[src/design/cpu_isa_pkg.sv]
/*
  Instruction set definitions for the 16-bit load/store core.
  Opcode 0x7 is unassigned and decodes as a no-op.
*/
package cpu_isa_pkg;

  // Data and instruction word
  typedef logic [15:0] word_t;
  // Byte address, bit 0 ignored by the memories
  typedef logic [15:0] addr_t;
  // Register index
  typedef logic [3:0] reg_idx_t;

  // Opcodes in bits 15:12
  typedef enum logic [3:0] {
    OP_ADD = 4'h0,
    OP_SUB = 4'h1,
    OP_XOR = 4'h2,
    OP_AND = 4'h3,
    OP_SLL = 4'h4,
    OP_SRA = 4'h5,
    OP_ROR = 4'h6,
    OP_LW  = 4'h8,
    OP_SW  = 4'h9,
    OP_LLB = 4'hA,
    OP_LHB = 4'hB,
    OP_B   = 4'hC,
    OP_PCS = 4'hD,
    OP_NOP = 4'hE,
    OP_HLT = 4'hF
  } opcode_e;

  // Branch conditions in bits 11:9
  typedef enum logic [2:0] {
    COND_NE = 3'b000,
    COND_EQ = 3'b001,
    COND_GT = 3'b010,
    COND_LT = 3'b011,
    COND_GE = 3'b100,
    COND_LE = 3'b101,
    COND_OV = 3'b110,
    COND_UN = 3'b111
  } cond_e;

  // Common register-form layout
  typedef struct packed {
    opcode_e  opcode;
    reg_idx_t rd;
    reg_idx_t rs;
    reg_idx_t rt;
  } instr_t;

  // 512 words per memory
  localparam int MEM_WORDS_LOG2 = 9;
  localparam addr_t RESET_PC = 16'h0000;

endpackage

[src/design/cpu_ctrl_pkg.sv]
/*
  Control word and ALU definitions shared by decode and datapath.
  Flag enables reuse the flag struct, one bit per flag.
*/
package cpu_ctrl_pkg;

  // ALU operations
  typedef enum logic [2:0] {
    ALU_ADD  = 3'd0,
    ALU_SUB  = 3'd1,
    ALU_XOR  = 3'd2,
    ALU_AND  = 3'd3,
    ALU_SLL  = 3'd4,
    ALU_SRA  = 3'd5,
    ALU_ROR  = 3'd6,
    ALU_BYTE = 3'd7
  } alu_op_e;

  // Zero, overflow, negative
  typedef struct packed {
    logic z;
    logic v;
    logic n;
  } flags_t;

  //////////////////////////////
  // Decoded control, 16 bits
  //////////////////////////////
  typedef struct packed {
    logic    reg_write;
    // Second operand is an immediate
    logic    alu_src_imm;
    alu_op_e alu_op;
    // Per-flag load enables
    flags_t  flag_en;
    logic    mem_read;
    logic    mem_write;
    logic    mem_to_reg;
    logic    branch;
    // Write-back of PC+2
    logic    pcs;
    logic    halt;
    // LHB rather than LLB
    logic    byte_high;
    // First source is rd (byte loads)
    logic    rd_as_src;
  } ctrl_t;

endpackage

[src/design/cpu_alu.sv]
/*
  Combinational ALU. Shift amounts use b[3:0] only.
  Flags are produced for every op; the control word picks which load.
*/
`timescale 1ns/1ps

module cpu_alu (
  input  cpu_isa_pkg::word_t    a,
  input  cpu_isa_pkg::word_t    b,
  input  cpu_ctrl_pkg::alu_op_e op,
  input  logic                  byte_high,
  output cpu_isa_pkg::word_t    result,
  output cpu_ctrl_pkg::flags_t  flags
);

  cpu_isa_pkg::word_t sum;
  cpu_isa_pkg::word_t diff;
  // Doubled word for rotate
  logic [31:0]        rot;
  logic               add_ovf;
  logic               sub_ovf;

  // Wrapping add and subtract
  assign sum  = a + b;
  assign diff = a - b;
  assign rot  = {a, a} >> b[3:0];

  // Signed overflow
  assign add_ovf = (a[15] == b[15]) && (sum[15] != a[15]);
  assign sub_ovf = (a[15] != b[15]) && (diff[15] != a[15]);

  always_comb begin
    case (op)
      cpu_ctrl_pkg::ALU_ADD: result = sum;
      cpu_ctrl_pkg::ALU_SUB: result = diff;
      cpu_ctrl_pkg::ALU_XOR: result = a ^ b;
      cpu_ctrl_pkg::ALU_AND: result = a & b;
      cpu_ctrl_pkg::ALU_SLL: result = a << b[3:0];
      cpu_ctrl_pkg::ALU_SRA: result = $signed(a) >>> b[3:0];
      cpu_ctrl_pkg::ALU_ROR: result = rot[15:0];
      // Byte merge for LLB/LHB
      default: begin
        if (byte_high) result = {b[7:0], a[7:0]};
        else result = {a[15:8], b[7:0]};
      end
    endcase
  end

  always_comb begin
    flags.z = (result == '0);
    flags.n = result[15];
    // V only meaningful for add/sub
    case (op)
      cpu_ctrl_pkg::ALU_ADD: flags.v = add_ovf;
      cpu_ctrl_pkg::ALU_SUB: flags.v = sub_ovf;
      default:               flags.v = 1'b0;
    endcase
  end

endmodule

[config.mk]
export PLATFORM = sky130hd
export DESIGN_NAME = cpu_alu
export DESIGN_NICKNAME = d
export VERILOG_FILES = /design/src/design/cpu_isa_pkg.sv /design/src/design/cpu_ctrl_pkg.sv /design/src/design/cpu_alu.sv
export SDC_FILE = /design/constraint.sdc
export NUM_CORES = 1
export LEC_CHECK = 0
export BUFFER_PORTS_ARGS = -buffer_cell sky130_fd_sc_hd__clkbuf_2
export CAP_MARGIN = 20
export CORE_ASPECT_RATIO = 1.5
export CORE_MARGIN = 2
export CORE_UTILIZATION = 55
export DETAILED_ROUTE_END_ITERATION = 6
export GPL_TIMING_DRIVEN = 1
export PLACE_DENSITY = 0.76
export SYNTH_ARGS = -nofsm -noshare
export SYNTH_HDL_FRONTEND = slang
export SYNTH_SLANG_ARGS = --single-unit
[constraint.sdc]
create_clock -name vclk -period 8.3
set_input_delay 1.245 -clock vclk [all_inputs]
set_output_delay 1.245 -clock vclk [all_outputs]
set_load 0.02 [all_outputs]
**After elaboration in Yosys (flattened, before gate mapping)**

Index checks and enable logic that the tools add are counted.

- Register bits after elaboration: 0
- Bits in latches: 0
- Output and inout port bits: 19
- RAM bits: 0
- Word-level logic and storage cells: 24
- ROM bits: 0
- Memories kept: 0
- Input bits: 36

- $add $sub $neg: 2
- Shift-type cells: 3
- $mul: 0
- Div/mod/pow operators: 0
- Equality and inequality tests: 10
- Magnitude comparators: 0
- Reductions and logical operators: 4
- Mux-type cells: 3
- Bitwise gates (word level): 2

Operator list:

| operator | number |
|---|---|
| $pmux W16 S7 | 1 |
| $shr A32 B4 Y16 | 1 |
| $add A16 B16 Y16 | 1 |
| $and A16 B16 Y16 | 1 |
| $logic_not A16 Y1 | 1 |
| $mux W16 | 1 |
| $shl A16 B4 Y16 | 1 |
| $sshr A16 B4 Y16 | 1 |
| $sub A16 B16 Y16 | 1 |
| $xor A16 B16 Y16 | 1 |
| $eq A3 B3 Y1 const B | 3 |
| $eq A3 B2 Y1 const B | 2 |
| $eq A3 B1 Y1 const B | 1 |
| $logic_not A3 Y1 | 1 |
| $ne A1 B1 Y1 | 3 |
| $logic_and A1 B1 Y1 | 2 |
| $pmux W1 S2 | 1 |
| $eq A1 B1 Y1 | 1 |

**Longest topological paths before layout**

- Depth after elaboration: 4
- Gate-level depth with buffers: 15
- Mapped depth without buffers: 12

**Worst setup path before layout**

No wires, ideal clock.

- Kind: input to output
- Start point: in b[2]
- End point: out flags[2] in the netlist's numbering
- Cell stages on the path: 15
- Buffers on the path: 4
- Arrival time: 5782 ps
- Slack: 1273 ps
- Cell sequence: buf_4 > buf_1 > inv_2 > clkbuf_1 > ha_1 > buf_6 > nor2b_4 > a2111oi_2 > nor3_1 > o32a_1 > o32a_1 > or4_1 > or4_1 > or4_1 > nor4_2

RTL lines:

| element | RTL line | text |
|---|---|---|
| start, declared | cpu_alu.sv:9 | `input cpu_isa_pkg::word_t b,` |
| end, declared | cpu_alu.sv:13 | `output cpu_ctrl_pkg::flags_t flags` |

==> qor.yml <==
worstHoldPathType: "input pin to output port"
powerDensity_nw_per_um2: 75.4
clkbuf_count: 0
arrival_ps: 5520
seq_cell_count: 0
routed_via_density: 7.42
peakVddDrop_mv: 0.0474
cts-resized-gates: 0
final_nets: 703
grt_pass1_vias: 5102
setup_ws_ps: 1530
diodes: 0
setup_viol: 0
yosys_warnings: 0
synthCells: 624
drt_wl_total_mm: 18.0
start_util_pct: 56.5
syn_to_final_growth_pct: 4.84
hold_path_depth: 4
crit_path_end_kind: "output port"
power.leakage_nw: 1.96
core_area_um2: 7960
status: "finished, final reports clean"
max_slew_margin_pct: 30.4
cts_hold_buffers: 0
dr.first_iter.drc_count: 642
setup.worst_path.start_class: "input pin"
ioPinCount: 55
crit_type: "input pin to output port"
grt_first_pass_wirelength_mm: 27.7
critPathMaxFanout: 52
route.detailed.drc: 0
clock.fmax_ghz: 0.148
fp.dieH_um: 115
place_area_um2: 4710
startpoint: "b[1]"
place_congestion: 1.01
grt_usage_pct: 39.4
fin_cells: 735
syn-num-nets: 695
fin_setup_tns_ps: 0
regArea_um2: 0
final_hold_viol_count: 0
fin_crit_sh_pct: 81.5
numPortBuffers: 55
detail-route-antenna-nets: 0
antenna_found_initial: 0
avgSynthCellArea_um2: 7.20
grt_overflow: 0
fin_util_pct: 59.2
dieArea_um2: 8930
final_common_cell: "nor2_1"
place_hpwl_mm: 13.4
drive_above_1_share_pct: 16.5
endpoint: "flags[2]"
yosysSeqAreaShare_pct: 0
wl_per_cell_um: 24.5
cts_setup_buffers: 0
stdcell_area_um2: 4710
die_w_um: 77.8
holdWs_ps: 3110
dr.pass1.iters: 6
vias: 5457
required_ps: 7050
period_needed_ps: 6770
p_total_mw: 0.355
rsz0062_at_grt: "no"
post-place-cells: 735
rows: 40
tightest_slew_ps: 1030
cap_viol_max_count: 0
pre_cts_ws_ps: 1570
layout_common_cells: "62 x nor2_1, 55 x clkbuf_2, 52 x nand2_1"
syn_area_um2: 4490
grt_max_degree: 53
yosysUniqueCellTypes: 71
slew_violations: 0
==> power breakdown <==
group          total [mW]  internal [mW]  switching [mW]  leakage (nW)
registers               0              0               0             0
logic               0.355          0.131           0.224          1.96
clock network           0              0               0             0
total               0.355          0.131           0.224          1.96
==> synthesized netlist by cell type, drive strengths merged, types with 14 or more instances <==
cell / n / area [um2]
a21oi: 41 / 205
a31oi: 14 / 87.6
buf: 16 / 91.3
clkbuf: 40 / 150
ha: 33 / 413
inv: 31 / 116
mux2i: 45 / 450
mux4: 28 / 646
nand2: 52 / 195
nor2: 62 / 233
nor2b: 15 / 101
o21ai: 46 / 230
==> worst max-delay path, stage by stage <==
cell,delay (ps)
clkbuf_2,90
buf_4,550
ha_1,290
nor2_1,70
a2111oi_2,520
nor3_1,80
o32a_1,350
o32a_1,360
or4_1,550
or4_1,480
or4_1,560
nor4_2,150
clkbuf_2,200
==> cell families after synthesis <==
kind of cell	count (synthesis)	share of synthesized area, %
AOI/OAI and AO/OA	210	31.9
and+or+nand+nor	207	23.0
buffers and inverters	87	7.96
muxes	79	25.9
adders and majority gates	35	10.1
xor gates and xnor gates	6	1.17
==> per-layer routing <==
metal,GRT usage (%),vias to the layer above,share of wire [%]
met5,0,-,0
met4,20.0,0,6.8
met3,4.50,100,9.5
met2,68.6,398,48
met1,47.6,2542,36
li1,-,2417,-
==> how the worst min path moves through the flow <==
stage | end | from | slack, ps
CTS | result[14] | b[6] | 3100
detailed placement | result[14] | b[6] | 3100
global placement | result[14] | b[6] | 3100
floorplan | result[7] | op[1] | 2750
finish | result[14] | b[6] | 3110
global route | result[14] | b[6] | 3120
==> area by class of cell <==
| cell class | count | area, um2 |
|---|---|---|
| fillers | 783 | 3250 |
| inverters | 31 | 116 |
| multi-input cells | 537 | 4140 |
| well taps | 105 | 131 |
| repair buffers | 62 | 328 |
Power figures use the tool's default switching activity.
