### config.mk
export PLATFORM = sky130hd
export DESIGN_NAME = cpu_register_file
export DESIGN_NICKNAME = d
export VERILOG_FILES = /design/src/design/cpu_isa_pkg.sv /design/src/design/cpu_register_file.sv
export SDC_FILE = /design/constraint.sdc
export NUM_CORES = 1
export LEC_CHECK = 0
export BUFFER_PORTS_ARGS = -buffer_cell sky130_fd_sc_hd__buf_2
export CORE_MARGIN = 10
export CORE_UTILIZATION = 35
export DETAILED_ROUTE_END_ITERATION = 6
export SLEW_MARGIN = 30
export SYNTH_ARGS = -nofsm -noshare
export SYNTH_HDL_FRONTEND = slang
export SYNTH_SLANG_ARGS = --single-unit
export TNS_END_PERCENT = 30
### constraint.sdc
create_clock -name clk -period 1.88 [get_ports clk]
set_input_delay 0.376 -clock clk [delete_from_list [all_inputs] [get_ports clk]]
set_output_delay 0.376 -clock clk [all_outputs]
set_load 0.05 [all_outputs]
### src/design/cpu_isa_pkg.sv
/*
  Instruction set definitions for the 16-bit load/store core.
  Opcode 0x7 is unassigned and decodes as a no-op.
*/
package cpu_isa_pkg;

  // Data and instruction word
  typedef logic [15:0] word_t;
  // Byte address, bit 0 ignored by the memories
  typedef logic [15:0] addr_t;
  // Register index
  typedef logic [3:0] reg_idx_t;

  // Opcodes in bits 15:12
  typedef enum logic [3:0] {
    OP_ADD = 4'h0,
    OP_SUB = 4'h1,
    OP_XOR = 4'h2,
    OP_AND = 4'h3,
    OP_SLL = 4'h4,
    OP_SRA = 4'h5,
    OP_ROR = 4'h6,
    OP_LW  = 4'h8,
    OP_SW  = 4'h9,
    OP_LLB = 4'hA,
    OP_LHB = 4'hB,
    OP_B   = 4'hC,
    OP_PCS = 4'hD,
    OP_NOP = 4'hE,
    OP_HLT = 4'hF
  } opcode_e;

  // Branch conditions in bits 11:9
  typedef enum logic [2:0] {
    COND_NE = 3'b000,
    COND_EQ = 3'b001,
    COND_GT = 3'b010,
    COND_LT = 3'b011,
    COND_GE = 3'b100,
    COND_LE = 3'b101,
    COND_OV = 3'b110,
    COND_UN = 3'b111
  } cond_e;

  // Common register-form layout
  typedef struct packed {
    opcode_e  opcode;
    reg_idx_t rd;
    reg_idx_t rs;
    reg_idx_t rt;
  } instr_t;

  // 512 words per memory
  localparam int MEM_WORDS_LOG2 = 9;
  localparam addr_t RESET_PC = 16'h0000;

endpackage

### src/design/cpu_register_file.sv
/*
  Sixteen registers, two async read ports, one write port.
  Read during write returns the old value. Register 0 reads as zero.
*/
`timescale 1ns/1ps

module cpu_register_file (
  input  logic                  clk,
  input  logic                  rst,
  input  cpu_isa_pkg::reg_idx_t src1,
  input  cpu_isa_pkg::reg_idx_t src2,
  input  cpu_isa_pkg::reg_idx_t dst,
  input  logic                  write,
  input  cpu_isa_pkg::word_t    dst_data,
  output cpu_isa_pkg::word_t    src1_data,
  output cpu_isa_pkg::word_t    src2_data
);

  cpu_isa_pkg::word_t regs [16];

  always_ff @(posedge clk) begin
    if (rst) begin
      for (int i = 0; i < 16; i++) begin
        regs[i] <= '0;
      end
    end else if (write && (dst != '0)) begin
      // Writes to r0 dropped
      regs[dst] <= dst_data;
    end
  end

  // r0 hard-wired
  assign src1_data = (src1 == '0) ? '0 : regs[src1];
  assign src2_data = (src2 == '0) ? '0 : regs[src2];

endmodule

After elaboration in Yosys (flattened, before gate mapping). Memories as Yosys holds them, arrays and structs flattened. Index checks and enable logic that the tools add are counted.

Multiplexer cells: 10. Reductions and logical operators: 5.

Operators by type and width (number): $mux W16 (3); $reduce_or A16 Y1 (1); $logic_not A4 Y1 (2); $mux W1 (6); $mux W4 (1); $reduce_bool A4 Y1 (1); $logic_and A1 B1 Y1 (1).

Bits of input ports: 31. RAM bits: 256. Word-level logic and storage cells: 16. Memories kept: 1. Output and inout bits: 32. Flip-flop bits (word level): 0.

Memories: regs (words 16, width 16, rd ports 2, clocked after memory_dff 0, wr ports 16, line cpu_register_file.sv:19) `cpu_isa_pkg::word_t regs [16];`.

Depth between registers and ports, before layout.
Depth in word-level cells: 7. Depth in mapped cells: 7. Depth with buffers taken out: 4.

Worst setup path after synthesis. No wires, ideal clock.

Path kind: input to output. Start: input src1[0]. End: output src1_data[14]. Data required time: 1.504 ns. Path slack: -0.805 ns. Cell stages on the path: 5. Path buffers: 3. Arrival time: 2.309 ns. Cells stage by stage: buf_4 > buf_2 > buf_2 > nor2_1 > o31ai_1.

Word-level cells in the longest chain between the ends: 2. Elaborated cells between the ends (all ways): 3. Those cells by class: 1 x mux; 1 x reduce/logical; 1 x memory.

Ends and longest elaborated chain: start, declared (line cpu_register_file.sv:10) `input cpu_isa_pkg::reg_idx_t src1,`; $mem_v2 Z16 W16 / $logic_not A4 Y1 (equally long branches); $mux W16 * (line cpu_register_file.sv:33) `assign src1_data = (src1 == '0) ? '0 : regs[src1];`; end, declared (line cpu_register_file.sv:15) `output cpu_isa_pkg::word_t src1_data,`.

Every way passes the cells marked *; elsewhere a longest branch is shown, timed or not.

==> results.py <==
metrics = {
    "detailed_routing": {
        "viasPerCell": 5.35,
        "drt_iter0_drc": 706,
        "ant_nets": 0,
        "wl_per_cell_um": 24.7,
        "drc": 0,
        "vias": 8381,
        "drt-total-wl_um": 38800,
        "dr.pass1.iters": 5,
    },
    "power": {
        "pwr-share-comb_pct": 19.0,
        "fin_total_pwr_mw": 14.1,
        "p_int_mw": 10.3,
        "sw_frac_of_total_pct": 27.0,
        "power.switching_mw": 3.79,
        "power_leakage_nw": 6.11,
        "seqPwrFrac_pct": 45.4,
        "ir_worst_vdd_uv": 640,
        "p_per_area_nw_per_um2": 836,
        "p_clk_share_pct": 35.6,
    },
    "synthesis": {
        "ys_types": 39,
        "synth_flop_cell": "edfxtp_1",
        "synth_fp_nets": 963,
        "ys_seq_area_share_pct": 55.2,
        "syn-instance-count": 932,
        "syn_area_sq_um": 13100,
        "ys.warnings.count": 0,
        "synth-seq-cells": 241,
        "synthArstFlopShare_pct": 0,
        "syn_area_per_cell_sq_um": 14.1,
        "synth_edf_count": 241,
    },
    "clocking": {
        "cts_tree": "done",
        "cts_max_level": 1,
        "cts_sinks": 241,
        "ctsRootBufferMaster": "clkbuf_16",
        "cts_buffers": 25,
        "clk_pin_slew_ns": 0.06,
        "clk_path_buf_depth": 3,
    },
    "finish": {
        "fin_nets": 1110,
        "drive_gt1_share_pct": 40.5,
        "final_area_sq_um": 16800,
        "final_cells": 1567,
        "top_register": "regs",
        "reg.largest.list": "regs: 241 flops",
        "largest_reg_flops": 241,
        "syn_to_final_growth_pct": 28.3,
        "utilization_pct": 45.7,
    },
    "hold_path": {
        "worstHoldStart": "rst",
        "min_path_cells": 2,
        "hold_path.class": "in2reg",
        "worstHoldEndpoint": "regs[0][14]$_SDFFCE_PN0P_",
    },
    "sta": {
        "setup_tns_ns": -14.29,
        "holdWs_ns": 0.294,
        "setup_slack_ns": -0.559,
        "rsz0062_at_grt": "yes",
        "max-slew-margin-rel_pct": 58.4,
        "max_freq_mhz": 410,
        "slew_viol_final": 0,
        "hold_viol_final": 0,
        "finalCriticalPeriod_ns": 2.44,
        "setup_viol": 32,
        "tightest_slew_ns": 0.622,
        "fin_crit_sh_pct": 130,
    },
    "global_routing": {
        "grt_overflow": 0,
        "grt_usage_pct": 17.1,
        "antenna_found_initial": 2,
        "grt_pass1_vias": 8880,
        "grt_pass1_wl_um": 58000,
        "grt_start_max_net_pins": 25,
    },
    "floorplan": {
        "initial_core_util_pct": 35.7,
        "die_y_um": 214,
        "rows": 70,
        "die_area_sq_um": 45600,
        "core_sq_um": 36800,
        "ios": 63,
        "dieWidth_um": 214,
    },
    "job": {
        "maxCapViolCount": 0,
    },
    "place": {
        "place_ws_ns": -0.581,
        "gp_congestion": 0.860,
        "dp_hpwl_um": 27500,
        "port_buffers": 62,
        "place_inst": 1521,
        "placed_area_sq_um": 15600,
    },
    "worst_setup_path": {
        "crit_path_max_fanout": 2,
        "critical_path_class": "reg2out",
        "start_kind": "flip-flop",
        "crit_required_ns": 1.50,
        "crit_arrival_ns": 2.06,
        "end_kind": "output port",
    },
    "outcome": {
        "outcome": "complete, but fails checks",
        "violations": "setup timing",
    },
}
## worst max path at each step
| stage | endpoint | slack, ns | from | depth (start not counted) |
|---|---|---|---|---|
| after detailed placement | src1_data[3] | -0.58 | src1[3] | 8 |
| after floorplan | src1_data[13] | -0.10 | src1[1] | 7 |
| final | src1_data[14] | -0.56 | regs[10][14]$_SDFFCE_PN0P_ | 5 |
| after global placement | src1_data[13] | -0.79 | src1[0] | 6 |
| after CTS | src1_data[14] | -0.58 | regs[10][14]$_SDFFCE_PN0P_ | 5 |
| after global routing | src1_data[14] | -0.63 | regs[10][14]$_SDFFCE_PN0P_ | 5 |
## metal layers
metal  up-vias  GRT usage (%)  wire length, um
li1       3826              -                -
met1      4288           21.7            16100
met2       196           29.6            19700
met3        69           2.61             1920
met4         2           5.26              998
met5         -              0               18
## cells by family after synthesis
logic type / Yosys count / share of synthesized area (%)
flops: 241 / 55.2
other cells: 1 / 0.0286
mux: 189 / 21.0
compound gates: 112 / 6.22
simple gates: 305 / 14.2
buf+inv: 84 / 3.43
## timing repair
item,CTS,global route
hold buffers,0,0
setup buffers,0,1
setup endpoints to repair,32,32
pin swaps,28,9
gates resized for setup,77,26
## placed cells by master, fill, tap and decap left out, types with 3 or more instances in the layout
master,count
bufinv_16,3
a21oi_1,3
mux2i_1,84
clkinv_4,3
nand2b_1,4
nand2_1,3
buf_6,32
mux4_2,67
a221o_1,15
buf_4,109
buf_2,27
buf_12,34
edfxtp_1,241
a22oi_1,4
clkbuf_16,25
or2_2,11
or2_1,4
clkinv_1,4
a21oi_2,17
a2111oi_4,5
mux2i_4,6
mux2_2,16
nor3_2,3
mux2i_2,15
a2111oi_2,10
nor2_1,26
and2_1,241
o22ai_1,12
a22oi_2,11
clkinv_2,6
a21oi_4,27
## power groups by stage
stage | clock (mW) | sequential (mW) | combinational [mW]
final | 5.01 | 6.38 | 2.68
after global routing | 5.26 | 6.42 | 2.80
after CTS | 5.07 | 6.38 | 2.65
after detailed placement | 0 | 6.49 | 2.47
after global placement | 0 | 6.48 | 2.45
after floorplan | 0 | 6.43 | 1.58
## cell usage after synthesis (2+ instances only)
library cell,number,area share [%]
a2111oi_0,5,0.33
nor2_1,26,0.74
a221o_1,15,1.1
nor3_2,3,0.23
a2111oi_2,9,1.0
nand3_1,2,0.076
nor2_2,2,0.095
a211oi_1,3,0.17
nand3b_1,2,0.11
buf_4,9,0.52
nand2_1,4,0.11
mux2_2,17,1.5
mux2i_1,105,8.0
a22oi_1,15,0.86
a21oi_1,47,1.8
edfxtp_1,241,55
buf_6,6,0.52
clkbuf_1,33,0.94
nor2b_2,2,0.13
or2_2,11,0.52
nand2b_1,4,0.19
or2_1,4,0.19
o22ai_1,14,0.67
and2_1,241,11
buf_2,32,1.2
mux4_2,67,12
## area by class of cell
type | instances | area, sq um
fillers | 3232 | 20000
inverters | 1 | 3.75
multi-input cells | 607 | 6170
diodes | 2 | 5.00
clock buffers | 26 | 629
flip-flops and latches | 241 | 7240
clock inverters | 19 | 185
well taps | 468 | 586
repair buffers | 203 | 2010
## critical path, stage by stage, from the launching register on
cell      delay, ns
edfxtp_1       0.42
mux4_2         0.48
mux2_4         0.30
nand2_4        0.08
o31ai_4        0.08
buf_6          0.17
No activity file was read; power rests on OpenSTA's default activity.
