==> src/design/cpu_isa_pkg.sv <==
/*
  Instruction set definitions for the 16-bit load/store core.
  Opcode 0x7 is unassigned and decodes as a no-op.
*/
package cpu_isa_pkg;

  // Data and instruction word
  typedef logic [15:0] word_t;
  // Byte address, bit 0 ignored by the memories
  typedef logic [15:0] addr_t;
  // Register index
  typedef logic [3:0] reg_idx_t;

  // Opcodes in bits 15:12
  typedef enum logic [3:0] {
    OP_ADD = 4'h0,
    OP_SUB = 4'h1,
    OP_XOR = 4'h2,
    OP_AND = 4'h3,
    OP_SLL = 4'h4,
    OP_SRA = 4'h5,
    OP_ROR = 4'h6,
    OP_LW  = 4'h8,
    OP_SW  = 4'h9,
    OP_LLB = 4'hA,
    OP_LHB = 4'hB,
    OP_B   = 4'hC,
    OP_PCS = 4'hD,
    OP_NOP = 4'hE,
    OP_HLT = 4'hF
  } opcode_e;

  // Branch conditions in bits 11:9
  typedef enum logic [2:0] {
    COND_NE = 3'b000,
    COND_EQ = 3'b001,
    COND_GT = 3'b010,
    COND_LT = 3'b011,
    COND_GE = 3'b100,
    COND_LE = 3'b101,
    COND_OV = 3'b110,
    COND_UN = 3'b111
  } cond_e;

  // Common register-form layout
  typedef struct packed {
    opcode_e  opcode;
    reg_idx_t rd;
    reg_idx_t rs;
    reg_idx_t rt;
  } instr_t;

  // 512 words per memory
  localparam int MEM_WORDS_LOG2 = 9;
  localparam addr_t RESET_PC = 16'h0000;

endpackage

==> src/design/cpu_ctrl_pkg.sv <==
/*
  Control word and ALU definitions shared by decode and datapath.
  Flag enables reuse the flag struct, one bit per flag.
*/
package cpu_ctrl_pkg;

  // ALU operations
  typedef enum logic [2:0] {
    ALU_ADD  = 3'd0,
    ALU_SUB  = 3'd1,
    ALU_XOR  = 3'd2,
    ALU_AND  = 3'd3,
    ALU_SLL  = 3'd4,
    ALU_SRA  = 3'd5,
    ALU_ROR  = 3'd6,
    ALU_BYTE = 3'd7
  } alu_op_e;

  // Zero, overflow, negative
  typedef struct packed {
    logic z;
    logic v;
    logic n;
  } flags_t;

  //////////////////////////////
  // Decoded control, 16 bits
  //////////////////////////////
  typedef struct packed {
    logic    reg_write;
    // Second operand is an immediate
    logic    alu_src_imm;
    alu_op_e alu_op;
    // Per-flag load enables
    flags_t  flag_en;
    logic    mem_read;
    logic    mem_write;
    logic    mem_to_reg;
    logic    branch;
    // Write-back of PC+2
    logic    pcs;
    logic    halt;
    // LHB rather than LLB
    logic    byte_high;
    // First source is rd (byte loads)
    logic    rd_as_src;
  } ctrl_t;

endpackage

==> src/design/cpu_flag_register.sv <==
/*
  Z, V, N storage with per-flag load enables.
  Branch condition is evaluated on the stored flags only.
*/
`timescale 1ns/1ps

module cpu_flag_register (
  input  logic                 clk,
  input  logic                 rst,
  input  cpu_ctrl_pkg::flags_t en,
  input  cpu_ctrl_pkg::flags_t next_flags,
  input  cpu_isa_pkg::cond_e   cond,
  output logic                 branch_taken
);

  cpu_ctrl_pkg::flags_t flags;

  always_ff @(posedge clk) begin
    if (rst) begin
      flags <= '0;
    end else begin
      // Each flag loads on its own enable
      if (en.z) flags.z <= next_flags.z;
      if (en.v) flags.v <= next_flags.v;
      if (en.n) flags.n <= next_flags.n;
    end
  end

  //////////////////////////////
  // Condition check
  //////////////////////////////
  always_comb begin
    case (cond)
      cpu_isa_pkg::COND_NE: branch_taken = !flags.z;
      cpu_isa_pkg::COND_EQ: branch_taken = flags.z;
      cpu_isa_pkg::COND_GT: branch_taken = !flags.z && !flags.n;
      cpu_isa_pkg::COND_LT: branch_taken = flags.n;
      cpu_isa_pkg::COND_GE: branch_taken = !flags.n;
      cpu_isa_pkg::COND_LE: branch_taken = flags.z || flags.n;
      cpu_isa_pkg::COND_OV: branch_taken = flags.v;
      // Unconditional
      default:              branch_taken = 1'b1;
    endcase
  end

endmodule

==> config.mk <==
export PLATFORM = sky130hd
export DESIGN_NAME = cpu_flag_register
export DESIGN_NICKNAME = d
export VERILOG_FILES = /design/src/design/cpu_isa_pkg.sv /design/src/design/cpu_ctrl_pkg.sv /design/src/design/cpu_flag_register.sv
export SDC_FILE = /design/constraint.sdc
export NUM_CORES = 1
export LEC_CHECK = 0
export ABC_AREA = 1
export BUFFER_PORTS_ARGS = -buffer_cell sky130_fd_sc_hd__buf_4
export CAP_MARGIN = 15
export CELL_PAD_IN_SITES_DETAIL_PLACEMENT = 1
export CELL_PAD_IN_SITES_GLOBAL_PLACEMENT = 1
export CORE_AREA = 2 2 39 41
export CTS_CLUSTER_SIZE = 30
export DETAILED_ROUTE_END_ITERATION = 6
export DIE_AREA = 0 0 41 43
export GPL_ROUTABILITY_DRIVEN = 0
export GPL_TIMING_DRIVEN = 0
export HOLD_SLACK_MARGIN = 0.03
export PLACE_DENSITY = 0.47
export SLEW_MARGIN = 20
export SYNTH_ARGS = -nofsm -noshare
export SYNTH_HDL_FRONTEND = slang
export SYNTH_SLANG_ARGS = --single-unit
==> constraint.sdc <==
create_clock -name clk -period 1 [get_ports clk]
set_input_delay 0.15 -clock clk [delete_from_list [all_inputs] [get_ports clk]]
set_output_delay 0.15 -clock clk [all_outputs]
set_load 0.01 [all_outputs]
# Word-level counts from Yosys, hierarchy flattened

Cells that the tools add are included.
Widths: inputs -> output; s select.

Flip-flop bits (word level): 3
Bits of input ports: 11
Output and inout bits: 1
Word-level logic and storage cells: 15

Equality and inequality tests: 6
Mux-type cells: 1
Reductions and logical operators: 5

Operators with widths:

| cell               | count |
|---|---|
| $eq 3x3->1 const B | 3 |
| $pmux 1 s7         | 1 |
| $eq 3x2->1 const B | 2 |
| $eq 3x1->1 const B | 1 |
| $logic_not 3->1    | 1 |
| $logic_not 1->1    | 2 |
| $logic_and 1x1->1  | 1 |
| $logic_or 1x1->1   | 1 |

# Longest topological paths before layout

Depth after elaboration: 3
Mapped depth: 5
Mapped depth without buffers: 5

# Least setup slack after synthesis

No wires, ideal clock.

Kind: flip-flop to output port
Start: register flags[0] (netlist name)
End: output branch_taken
Arrival: 0.624 ns
Required time: 0.850 ns
Setup slack: 0.226 ns
Stages on the path, launching flop included: 6
Path buffers: 0
Cells stage by stage: dfxtp_1 inv_1 nand2_1 nand3_1 nand3_1 nand2_1

Longest elaborated chain between the ends: 3
Elaborated cells between the ends (all ways): 4
Those cells by class: mux: 1; reduce/logical: 3

Ends and longest elaborated chain:

| element           | line                                             | RTL |
|---|---|---|
| from (decl)       | cpu_flag_register.sv:16                          | `cpu_ctrl_pkg::flags_t flags;` |
| $logic_not 1->1   | cpu_flag_register.sv:36, cpu_flag_register.sv:38 |  |
| $logic_and 1x1->1 | cpu_flag_register.sv:36                          | `cpu_isa_pkg::COND_GT: branch_taken = !flags.z && !flags.n;` |
| $pmux 1 s7 (*)    | cpu_flag_register.sv:33                          | `case (cond)` |
| to (decl)         | cpu_flag_register.sv:13                          | `output logic branch_taken` |

Every way passes the cells marked *; elsewhere a longest branch is shown, timed or not.

# Worst setup path after layout

Same ends and word-level chain as after synthesis.

==> flow_metrics.env <==
export IMPL_status="finished with violations"
export IMPL_violations="negative setup slack"
export IMPL_wl_per_cell_um=8.80
export IMPL_fin_nets=56
export IMPL_combPwrFrac_pct=20.4
export IMPL_dieArea_um2=1760
export IMPL_ys_ff_latch=3
export IMPL_synth_area_um2=170
export IMPL_top_register="flags"
export IMPL_critPathBufInv=2
export IMPL_hold_viol=0
export IMPL_viasPerCell=4.05
export IMPL_start_util_pct=12.3
export IMPL_rsz0062_at_grt="true"
export IMPL_postRouteAntennaNets=0
export IMPL_drt_total_wl_um=528
export IMPL_crit_required_ps=850
export IMPL_grt_usage_pct=7.83
export IMPL_die_w_um=41
export IMPL_holdCritStartpoint="rst"
export IMPL_hold_path_endpoint="flags[0]$_SDFFE_PP0P_"
export IMPL_clk_path_buf_depth=2
export IMPL_cp_data_arrival_time_ps=1000
export IMPL_largest_register_ffs=3
export IMPL_p_switching_w=0.000104
export IMPL_seq_area_frac_synth_pct=35.3
export IMPL_cts_tree="yes"
export IMPL_pre_cts_slack_ps=23.6
export IMPL_setup_viol=1
export IMPL_avgSynthCellArea_um2=6.30
export IMPL_portBuffers=11
export IMPL_first_pass_iters=1
export IMPL_cp_start_kind="flip-flop"
export IMPL_yosys_warnings=0
export IMPL_p_total_w=0.000436
export IMPL_synth_top_area_share_pct=35.3
export IMPL_syn_num_nets=38
export IMPL_p_int_w=0.000332
export IMPL_synth_edf_count=0
export IMPL_power_density_nw_per_um2=1370
export IMPL_yosysTopAreaCell="dfxtp_1"
export IMPL_num_rows=14
export IMPL_overflow=0
export IMPL_period_share_pct=115
export IMPL_cts_htree_levels=1
export IMPL_leakagePower_nw=0.162
export IMPL_place_detailed_hpwl_um=432
export IMPL_critPathKind="reg -> out"
export IMPL_cp_end_kind="output pin"
export IMPL_p_seq_share_pct=30.9
export IMPL_synth_flop_cell="dfxtp_1"
export IMPL_worstReg2RegEnd="flags[0]$_SDFFE_PP0P_"
export IMPL_cp_slowest_cell="dfxtp_2"
export IMPL_r2r_slack_ps=110
export IMPL_syn2layout_area_growth_pct=87.5
export IMPL_fmax_mhz=870
export IMPL_coreArea_um2=1380
export IMPL_period_minus_slack_ps=1150
export IMPL_clk_latency_ps=230
export IMPL_critical_path_max_stage_delay_ps=340
export IMPL_hold_path_class="in -> reg"
export IMPL_die_height_um=43
export IMPL_cp_top_family="flip-flops"
export IMPL_worst_r2r_path_depth=6
export IMPL_antenna_found_initial=0
export IMPL_cp_max_fo=3
export IMPL_finalClockSkew_ps=0
export IMPL_remaining_drc_errors=0
export IMPL_worstReg2RegStart="flags[0]$_SDFFE_PP0P_"
export IMPL_clk_pin_slew_ps=40
export IMPL_cts_num_sinks=3
export IMPL_worst_slack_ps=-150
export IMPL_drv_cap=0
export IMPL_synthArstFlopShare_pct=0
export IMPL_switching_share_pct=24.0
export IMPL_hold_path_depth=2
export IMPL_final_core_util_pct=23.1
export IMPL_synthCells=27
export IMPL_maxSlewViolCount=0
export IMPL_crit_chain="inv_2, nand2_1, nand3_1, nand3_1, nand2_1, buf_6"
export IMPL_reg_top3="flags x3"
export IMPL_cts_buffers=3
export IMPL_synth_cell_types=8
export IMPL_cts_root_buf="clkbuf_4"
export IMPL_worst_pin_slew_ps=169
export IMPL_synthTopCellsByArea="dfxtp_1 (35%), nand3_1 (15%), inv_1 (11%), nand2_1 (11%), nor2_1 (11%)"
export IMPL_vias=243
export IMPL_synth_common_cells="inv_1 (5), nand2_1 (5), nand3_1 (5), nor2_1 (5), dfxtp_1 (3)"
export IMPL_grt_max_degree=6
export IMPL_drt_iter0_drc=0
export IMPL_diodes=0
export IMPL_drive_gt1_share_pct=43.2
export IMPL_vdd_drop_max_v=0.000458
export IMPL_grt_pass1_vias=253
export IMPL_clkPwrFrac_pct=48.7
export IMPL_grt_first_pass_wirelength_um=917
export IMPL_relSlewSlack_pct=88.7
export IMPL_ios=12
final cells by class:
class | count | area [um^2]
Tap cell | 16 | 20.0
Fill cell | 181 | 1060
Inverter | 5 | 18.8
Sequential cell | 3 | 61.3
Clock buffer | 4 | 26.3
Timing Repair Buffer | 13 | 101
Multi-Input combinational cell | 19 | 91.3
power by group through the flow:
stage	clock (W)	combinational, W	sequential, W
global placement	0	0.0000761	0.000136
global route	0.000237	0.000102	0.000136
floorplan	0	0.0000314	0.000134
detailed placement	0	0.0000808	0.000136
finish	0.000212	0.0000889	0.000135
CTS	0.000223	0.0000879	0.000135
kinds of logic (layout without fill, tap and decap cells):
group	count (synthesis)	count (layout)	share of synthesized area [%]
flops	3	3	35.3
compound gates	4	4	16.9
simple gates	15	15	36.8
buf+inv	5	22	11.0
worst register-to-register path, cell delays in order, from the launching register on:
cell and delay (ps):
dfxtp_2 340, inv_2 50, buf_4 120, buf_4 110, nor2_1 80, a21oi_1 50, nor2_1 70
metal layers:
layer  share of wire, %  GRT usage [%]
met1                 37           9.32
met2                 51           10.6
met3                 13           3.14
met4                  0           6.00
met5                  0              0
placed cells by master (no fill, tap or decap):
| cell | synthesis | routed |
|---|---|---|
| nor2_1 | 5 | 5 |
| a21oi_1 | 1 | 1 |
| a211oi_1 | 2 | 2 |
| nand2_1 | 5 | 5 |
| nand3_1 | 5 | 5 |
| inv_1 | 5 | 4 |
| clkbuf_1 | 0 | 1 |
| buf_4 | 0 | 12 |
| dfxtp_2 | 0 | 1 |
| buf_6 | 0 | 1 |
| a21oi_2 | 1 | 1 |
| clkbuf_4 | 0 | 3 |
| dfxtp_1 | 3 | 2 |
| inv_2 | 0 | 1 |
what timing repair did:
item | 4_1_cts | 5_1_grt
endpoints found under the setup margin | 1 | 1
pin swaps | 1 | 2
gates resized for setup | 3 | 0
setup buffers | 1 | 1
endpoints found under the hold margin | 0 | 0
hold buffers | 0 | 0
stage by stage:
step | cells | hold slack, ps | area, um^2 | setup TNS, ps
2_1_floorplan | 27 | 222 | 170 | 0
3_3_place_gp | 54 | 334 | 273 | 0
3_5_place_dp | 54 | 339 | 273 | 0
4_1_cts | 59 | 82.9 | 312 | -171
5_1_grt | 60 | 95.2 | 319 | -215
6_report | 60 | 90.7 | 319 | -150
worst max-delay path by stage:
stage,slack [ps],cells past startpoint,endpoint,start
after floorplan,230,5,branch_taken,flags[0]$_SDFFE_PP0P_
after global placement,80,6,branch_taken,flags[0]$_SDFFE_PP0P_
after detailed placement,20,6,branch_taken,flags[0]$_SDFFE_PP0P_
after CTS,-170,6,branch_taken,flags[0]$_SDFFE_PP0P_
after global routing,-220,6,branch_taken,flags[0]$_SDFFE_PP0P_
final,-150,6,branch_taken,flags[0]$_SDFFE_PP0P_
Note: power is estimated with default switching activity, not from simulation.
