File: src/design/cpu_isa_pkg.sv
/*
  Instruction set definitions for the 16-bit load/store core.
  Opcode 0x7 is unassigned and decodes as a no-op.
*/
package cpu_isa_pkg;

  // Data and instruction word
  typedef logic [15:0] word_t;
  // Byte address, bit 0 ignored by the memories
  typedef logic [15:0] addr_t;
  // Register index
  typedef logic [3:0] reg_idx_t;

  // Opcodes in bits 15:12
  typedef enum logic [3:0] {
    OP_ADD = 4'h0,
    OP_SUB = 4'h1,
    OP_XOR = 4'h2,
    OP_AND = 4'h3,
    OP_SLL = 4'h4,
    OP_SRA = 4'h5,
    OP_ROR = 4'h6,
    OP_LW  = 4'h8,
    OP_SW  = 4'h9,
    OP_LLB = 4'hA,
    OP_LHB = 4'hB,
    OP_B   = 4'hC,
    OP_PCS = 4'hD,
    OP_NOP = 4'hE,
    OP_HLT = 4'hF
  } opcode_e;

  // Branch conditions in bits 11:9
  typedef enum logic [2:0] {
    COND_NE = 3'b000,
    COND_EQ = 3'b001,
    COND_GT = 3'b010,
    COND_LT = 3'b011,
    COND_GE = 3'b100,
    COND_LE = 3'b101,
    COND_OV = 3'b110,
    COND_UN = 3'b111
  } cond_e;

  // Common register-form layout
  typedef struct packed {
    opcode_e  opcode;
    reg_idx_t rd;
    reg_idx_t rs;
    reg_idx_t rt;
  } instr_t;

  // 512 words per memory
  localparam int MEM_WORDS_LOG2 = 9;
  localparam addr_t RESET_PC = 16'h0000;

endpackage

File: src/design/cpu_ctrl_pkg.sv
/*
  Control word and ALU definitions shared by decode and datapath.
  Flag enables reuse the flag struct, one bit per flag.
*/
package cpu_ctrl_pkg;

  // ALU operations
  typedef enum logic [2:0] {
    ALU_ADD  = 3'd0,
    ALU_SUB  = 3'd1,
    ALU_XOR  = 3'd2,
    ALU_AND  = 3'd3,
    ALU_SLL  = 3'd4,
    ALU_SRA  = 3'd5,
    ALU_ROR  = 3'd6,
    ALU_BYTE = 3'd7
  } alu_op_e;

  // Zero, overflow, negative
  typedef struct packed {
    logic z;
    logic v;
    logic n;
  } flags_t;

  //////////////////////////////
  // Decoded control, 16 bits
  //////////////////////////////
  typedef struct packed {
    logic    reg_write;
    // Second operand is an immediate
    logic    alu_src_imm;
    alu_op_e alu_op;
    // Per-flag load enables
    flags_t  flag_en;
    logic    mem_read;
    logic    mem_write;
    logic    mem_to_reg;
    logic    branch;
    // Write-back of PC+2
    logic    pcs;
    logic    halt;
    // LHB rather than LLB
    logic    byte_high;
    // First source is rd (byte loads)
    logic    rd_as_src;
  } ctrl_t;

endpackage

File: src/design/cpu_control.sv
/*
  Pure combinational decode, one control word per opcode.
  Unassigned opcodes behave as NOP.
*/
`timescale 1ns/1ps

module cpu_control (
  input  cpu_isa_pkg::opcode_e opcode,
  output cpu_ctrl_pkg::ctrl_t  ctrl
);

  always_comb begin
    // Defaults give a no-op
    ctrl = '0;
    ctrl.alu_op = cpu_ctrl_pkg::ALU_ADD;
    case (opcode)
      cpu_isa_pkg::OP_ADD: begin
        ctrl.reg_write = 1'b1;
        ctrl.alu_op = cpu_ctrl_pkg::ALU_ADD;
        ctrl.flag_en = 3'b111;
      end
      cpu_isa_pkg::OP_SUB: begin
        ctrl.reg_write = 1'b1;
        ctrl.alu_op = cpu_ctrl_pkg::ALU_SUB;
        ctrl.flag_en = 3'b111;
      end
      // Logic ops touch Z only
      cpu_isa_pkg::OP_XOR: begin
        ctrl.reg_write = 1'b1;
        ctrl.alu_op = cpu_ctrl_pkg::ALU_XOR;
        ctrl.flag_en.z = 1'b1;
      end
      cpu_isa_pkg::OP_AND: begin
        ctrl.reg_write = 1'b1;
        ctrl.alu_op = cpu_ctrl_pkg::ALU_AND;
        ctrl.flag_en.z = 1'b1;
      end
      // Shifts by 4-bit immediate
      cpu_isa_pkg::OP_SLL, cpu_isa_pkg::OP_SRA, cpu_isa_pkg::OP_ROR: begin
        ctrl.reg_write = 1'b1;
        ctrl.alu_src_imm = 1'b1;
        ctrl.flag_en.z = 1'b1;
        if (opcode == cpu_isa_pkg::OP_SLL) ctrl.alu_op = cpu_ctrl_pkg::ALU_SLL;
        else if (opcode == cpu_isa_pkg::OP_SRA) ctrl.alu_op = cpu_ctrl_pkg::ALU_SRA;
        else ctrl.alu_op = cpu_ctrl_pkg::ALU_ROR;
      end
      // Address is base plus offset
      cpu_isa_pkg::OP_LW: begin
        ctrl.reg_write = 1'b1;
        ctrl.alu_src_imm = 1'b1;
        ctrl.mem_read = 1'b1;
        ctrl.mem_to_reg = 1'b1;
      end
      cpu_isa_pkg::OP_SW: begin
        ctrl.alu_src_imm = 1'b1;
        ctrl.mem_write = 1'b1;
      end
      cpu_isa_pkg::OP_LLB, cpu_isa_pkg::OP_LHB: begin
        ctrl.reg_write = 1'b1;
        ctrl.alu_src_imm = 1'b1;
        ctrl.alu_op = cpu_ctrl_pkg::ALU_BYTE;
        ctrl.rd_as_src = 1'b1;
        ctrl.byte_high = (opcode == cpu_isa_pkg::OP_LHB);
      end
      cpu_isa_pkg::OP_B:   ctrl.branch = 1'b1;
      cpu_isa_pkg::OP_PCS: begin
        ctrl.reg_write = 1'b1;
        ctrl.pcs = 1'b1;
      end
      cpu_isa_pkg::OP_HLT: ctrl.halt = 1'b1;
      default: ;
    endcase
  end

endmodule

File: config.mk
export PLATFORM = sky130hd
export DESIGN_NAME = cpu_control
export DESIGN_NICKNAME = d
export VERILOG_FILES = /design/src/design/cpu_isa_pkg.sv /design/src/design/cpu_ctrl_pkg.sv /design/src/design/cpu_control.sv
export SDC_FILE = /design/constraint.sdc
export NUM_CORES = 1
export LEC_CHECK = 0
export ABC_AREA = 1
export BUFFER_PORTS_ARGS = -buffer_cell sky130_fd_sc_hd__buf_4
export CAP_MARGIN = 20
export CORE_AREA = 8 8 45 47
export DETAILED_ROUTE_END_ITERATION = 10
export DIE_AREA = 0 0 53 55
export PLACE_DENSITY_LB_ADDON = 0.15
export SLEW_MARGIN = 10
export SYNTH_ARGS = -nofsm -noshare
export SYNTH_HDL_FRONTEND = slang
export SYNTH_SLANG_ARGS = --single-unit
File: constraint.sdc
create_clock -name vclk -period 0.9
set_input_delay 0.09 -clock vclk [all_inputs]
set_output_delay 0.09 -clock vclk [all_outputs]
set_load 0.01 [all_outputs]
# == Word level (Yosys, flattened, before mapping) ==
# Index checks and enable logic that the tools add are counted.
# op_classes
reduce_logical,7
mux,13
eq_ne,13
# ops
cell,n
4-bit equality test (second input constant),7
3-bit case mux with 5 select lines,1
7-bit OR reduction,2
4-bit by 3-bit equality test with 1-bit output (second input constant),3
11-bit OR reduction,1
4-bit by 2-bit equality test with 1-bit output (second input constant),2
1-bit 2-to-1 mux,8
2-bit 2-to-1 mux,3
4-bit by 1-bit equality test with 1-bit output (second input constant),1
4-bit logical NOT,1
2-bit OR reduction,2
3-bit 2-to-1 mux,1
3-bit OR reduction,1
# word_totals
inputBits,4
output_inout_bits,16
ff_bits,0

# == Logic depth before layout (Yosys ltp) ==
# Gate-level depths: netlist of the first run.
# logic_depth
word_depth,4
depth_mapped,4

# == Worst setup path before layout of the first run ==
# Ideal clock, no wire load.
# synth_timing
kind,input -> output
startpoint,input port opcode[2]
endpoint,output port ctrl[7] (netlist bit)
stages,4
n_path_buf,1
arrival_ns,0.603
path_slack_ns,0.207
t_required_ns,0.810
path_cell_list,inv_2 > nand2_4 > nor2_1 > buf_4
# synth_rtl
element,line,rtl
start: declaration,cpu_control.sv:8,"input cpu_isa_pkg::opcode_e opcode,"
end: declaration,cpu_control.sv:9,output cpu_ctrl_pkg::ctrl_t ctrl

==> results.toml, run 1 <==
[outcome]
status = "complete, no violations"

[clock_network]
cts_hold_buf = 0
post-cts-setup-buffer-count = 0
cts_resized = 0

[synth]
syn-num-nets = 38
syn-cell-area_um2 = 150
syn_inst = 34
yosysTopAreaCell = "nor2_1"
synth_top_cell_area_share_pct = 25.0
yosysWarnings = 0
yosysUniqueCellTypes = 10
synthTopCellsByArea = "nor2_1, nand2_1, buf_4, inv_1, nand2_4"
ys_seq_area_share_pct = 0
syn_avg_cell_area_um2 = 4.42

[routing]
drt_iter0_markers = 4
drt_wl_total_um = 679
vias = 255
vias_per_cell = 3.75
first_pass_iters = 5
final_antenna_net_count = 0
wl_per_cell_um = 9.99
drc = 0

[floorplanning]
die_y_um = 55
num_rows = 14
die_w_um = 53
die_area_um2 = 2920
core-area_um2 = 1380
start_util_pct = 10.8
ioPinCount = 20

[finish]
stdcell_area_um2 = 305
layout_commonest_cell = "buf_4"
area_delta_synth_final_pct = 103
fin_util_pct = 22.1
seq_area_um2 = 0
multi_input_area_um2 = 113
antenna_cells = 0
stdcell_count = 68
design.seq.count = 0
final_cell_mix = "buf_4, nor2_1, nand2_1"
n_clock_buffer = 0
drive_above_1_share_pct = 44.2
num-fill-cells = 170
finalNetCount = 58

[placement]
portBuffers = 20
placed_cell_area_um2 = 305
dpl.hpwl_um = 597
gp_congestion = 0.764
numPlacedInstances = 68

[timing]
fmax_ghz = 1.27
period_needed_ps = 790
min_period_over_period_pct = 87.8
slew_headroom_pct = 90.0
fin_tns_setup_ps = 0
grt_setup_unrepaired = "no"
worst_pin_slew_ps = 148
setup_viol = 0
drv_slew = 0
hold_viol_final = 0
holdWs_ps = 489

[setup_path]
worstSetupStartpointType = "primary input"
worstPathRequired_ps = 810
crit_fanout = 4
critical_path_class = "primary input to primary output"
critPathArrivalTime_ps = 700
endpoint_kind = "primary output"

[global_route]
grt_usage_pct = 3.87
antenna_found_initial = 0
grt_util_met3_pct = 0.802
use_met1_pct = 5.28
grt_max_degree = 8
use_met2_pct = 6.45
grt_pass1_vias = 246
overflow = 0
grt_pass1_wl_um = 945
busiest_layer = "met2"

[min_path]
hp-class = "primary input to primary output"

[power]
power-per-cell-area_nw_per_um2 = 485
vdd_ir_drop_max_mv = 0.0988
p_leak_nw = 0.188

[run]
cap_violations = 0
==> per-layer routing <==
metal / vias to the layer above / share of wire [%]
met5: - / 0
met1: 105 / 46
met2: 11 / 43
li1: 139 / -
met3: 0 / 11
met4: 0 / 0
==> final cells by class <==
type / count / share of cell area (%)
inverter: 6 / 7.38
multi-input combinational: 26 / 36.9
tap: 16 / 6.56
timing repair buffer: 20 / 49.2
==> cell families (layout without fill, tap and decap cells) <==
kind of cell | count (synthesis) | after routing | share of synthesized area (%)
AO/OA/AOI/OAI | 4 | 4 | 13.3
buffers and inverters | 8 | 26 | 25.0
AND/OR/NAND/NOR | 22 | 22 | 61.7
==> worst paths after layout <==
kind	from	end	slack [ps]	cells after the start
hold / removal	opcode[2]	ctrl[8]	490	3
setup / recovery	opcode[0]	ctrl[12]	110	5
==> critical path, cell delays in order <==
cell and delay, ps:
buf_4 120, nor2_1 140, inv_1 70, a21oi_1 140
buf_4 140
==> Yosys cell counts <==
master   count
inv_1        4
o21ai_0      1
o21ai_1      1
nand2_1      9
buf_4        2
a21oi_1      2
nor2_1      10
nand3_1      2
inv_2        2
nand2_4      1
==> power breakdown <==
part	switching (mW)	internal [mW]
logic	0.0792	0.0687
clock network	0	0
registers	0	0
==> per-stage QoR <==
step | power [mW] | setup slack [ps]
2_1_floorplan | 0.0702 | 207
5_1_grt | 0.165 | 42.6
3_3_place_gp | 0.152 | 99.1
6_report | 0.148 | 110
3_5_place_dp | 0.151 | 105
4_1_cts | 0.152 | 104
Power figures use the tool's default switching activity.
==> inputs of run 2 (changes only) <==
--- a/config.mk
+++ b/config.mk
@@ -12,6 +12,7 @@
 export DETAILED_ROUTE_END_ITERATION = 10
 export DIE_AREA = 0 0 53 55
 export PLACE_DENSITY_LB_ADDON = 0.15
+export SETUP_SLACK_MARGIN = 0.5
 export SLEW_MARGIN = 10
 export SYNTH_ARGS = -nofsm -noshare
 export SYNTH_HDL_FRONTEND = slang
==> run 2 against run 1 <==
Non-clock buffer count increased by 2. Worst setup slack improved by 75 ps. Cell area increased by 99%. Worst hold slack got worse by 43 ps. Via count increased by 8.2%. Global-route usage increased by 1.4 points. Fmax increased by 11%. Final cell count increased by 2.9%. Die area unchanged. Count of clock-buffer cells in the layout unchanged. First-iteration DRC count unchanged. Wire length increased by 12%. Highest routed layer unchanged.
==> results.toml, run 2 (synthesis gave the netlist of run 1 again) <==
[outcome]
status = "complete, no violations"

[power]
pwr-share-comb_pct = 100.0
intPower_mw = 0.143
pwr-share-clk_pct = 0
power_frac_seq_pct = 0
power-per-cell-area_nw_per_um2 = 483
power_switching_mw = 0.150
p_total_mw = 0.293
p_leak_nw = 0.246
vdd_ir_drop_max_mv = 0.226
p_sw_share_pct = 51.1

[global_route]
overflow = 0
use_met1_pct = 6.18
use_met2_pct = 10.4
antenna_found_initial = 0
busiest_layer = "met2"
grt_usage_pct = 5.29
grt_util_met3_pct = 0.802
grt_pass1_wl_mm = 1.25
grt_max_degree = 8
grt_pass1_vias = 296

[floorplanning]
die_w_um = 53
die_area_um2 = 2920
ioPinCount = 20
die_y_um = 55
core-area_um2 = 1380
num_rows = 14
start_util_pct = 10.8

[timing]
slew_headroom_pct = 90.6
fmax_ghz = 1.40
hold_viol_final = 0
worst_pin_slew_ps = 140
min_period_over_period_pct = 79.4
fin_tns_setup_ps = 0
period_needed_ps = 715
drv_slew = 0
grt_setup_unrepaired = "yes"
setup_viol = 0

[finish]
area_delta_synth_final_pct = 304
antenna_cells = 0
fin_util_pct = 43.9
seq_area_um2 = 0
final_cell_mix = "buf_4, buf_6, nand2_8, nor2_4"
n_clock_buffer = 0
stdcell_count = 70
num-fill-cells = 145
design.seq.count = 0
layout_commonest_cell = "buf_4"
drive_above_1_share_pct = 92.6
finalNetCount = 60

[placement]
dpl.hpwl_um = 613
portBuffers = 20
numPlacedInstances = 68
gp_congestion = 0.723

[min_path]
hp-class = "primary input to primary output"
min_from = "opcode[2]"

[setup_path]
critPathArrivalTime_ps = 620
cp-startpoint = "opcode[1]"
endpoint_kind = "primary output"
worstSetupStartpointType = "primary input"
critical_path_class = "primary input to primary output"
crit_fanout = 6
worstPathRequired_ps = 810

[routing]
drc = 0
wl_per_cell_um = 10.9
drt_wl_total_um = 761
final_antenna_net_count = 0
drt_iter0_markers = 4
vias_per_cell = 3.94
vias = 276
first_pass_iters = 2

[run]
cap_violations = 0
run 2: cell count changes in the layout (fill, tap and decap cells not counted), moves of 3 or more:
| cell | before | now |
|---|---|---|
| buf_4 | 20 | 10 |
| nor2_1 | 10 | 1 |
| buf_6 | 0 | 8 |
| nand2_1 | 9 | 1 |
| nand2_8 | 0 | 5 |
| nor2_4 | 0 | 5 |
| buf_12 | 0 | 4 |
| nand2_2 | 0 | 4 |
| nor2_2 | 0 | 4 |
| inv_1 | 4 | 1 |
run 2: per-stage QoR:
| stage | instance area, um2 | setup slack [ps] | hold WS [ps] |
|---|---|---|---|
| 3_3_place_gp | 395 | 69.7 | 514 |
| 3_5_place_dp | 395 | 78.5 | 514 |
| 4_1_cts | 536 | 202 | 461 |
| 6_report | 607 | 185 | 445 |
| 2_1_floorplan | 248 | 378 | 203 |
| 5_1_grt | 607 | 164 | 459 |
run 2: path summary, 6_finish.rpt:
path                       to  slack (ps)  cells after the start
worst min-delay path  ctrl[8]         450                      3
worst max-delay path  ctrl[0]         190                      5
run 2: power groups by stage:
| stage | clock, mW | sequential (mW) | combinational, mW |
|---|---|---|---|
| finish | 0 | 0 | 0.293 |
| global route | 0 | 0 | 0.313 |
| CTS | 0 | 0 | 0.268 |
| detailed placement | 0 | 0 | 0.197 |
| global placement | 0 | 0 | 0.199 |
| floorplan | 0 | 0 | 0.104 |
run 2: metal layers:
layer / wire, um / vias up
met3: 50 / 0
met5: 0 / -
met4: 0 / 0
met1: 260 / 122
met2: 449 / 8
li1: - / 146
run 2: cell type report:
type               instances  area [um2]  share of cell area [%]
multi-input cells         26         273                    44.9
well taps                 16        20.0                    3.30
inverters                  6        68.8                    11.3
repair buffers            22         245                    40.4
run 2: worst max-delay path: stages:
cell and delay [ps]:
buf_12 120, clkinv_16 80, buf_4 130, nor2_2 80, buf_4 120
run 2: timing repair:
action	in CTS	in global routing
endpoints found under the hold margin	0	0
setup buffers	1	1
setup endpoints to repair	16	16
pin swaps	10	7
resized for setup	33	10
cloned	0	0
hold buffers	0	0
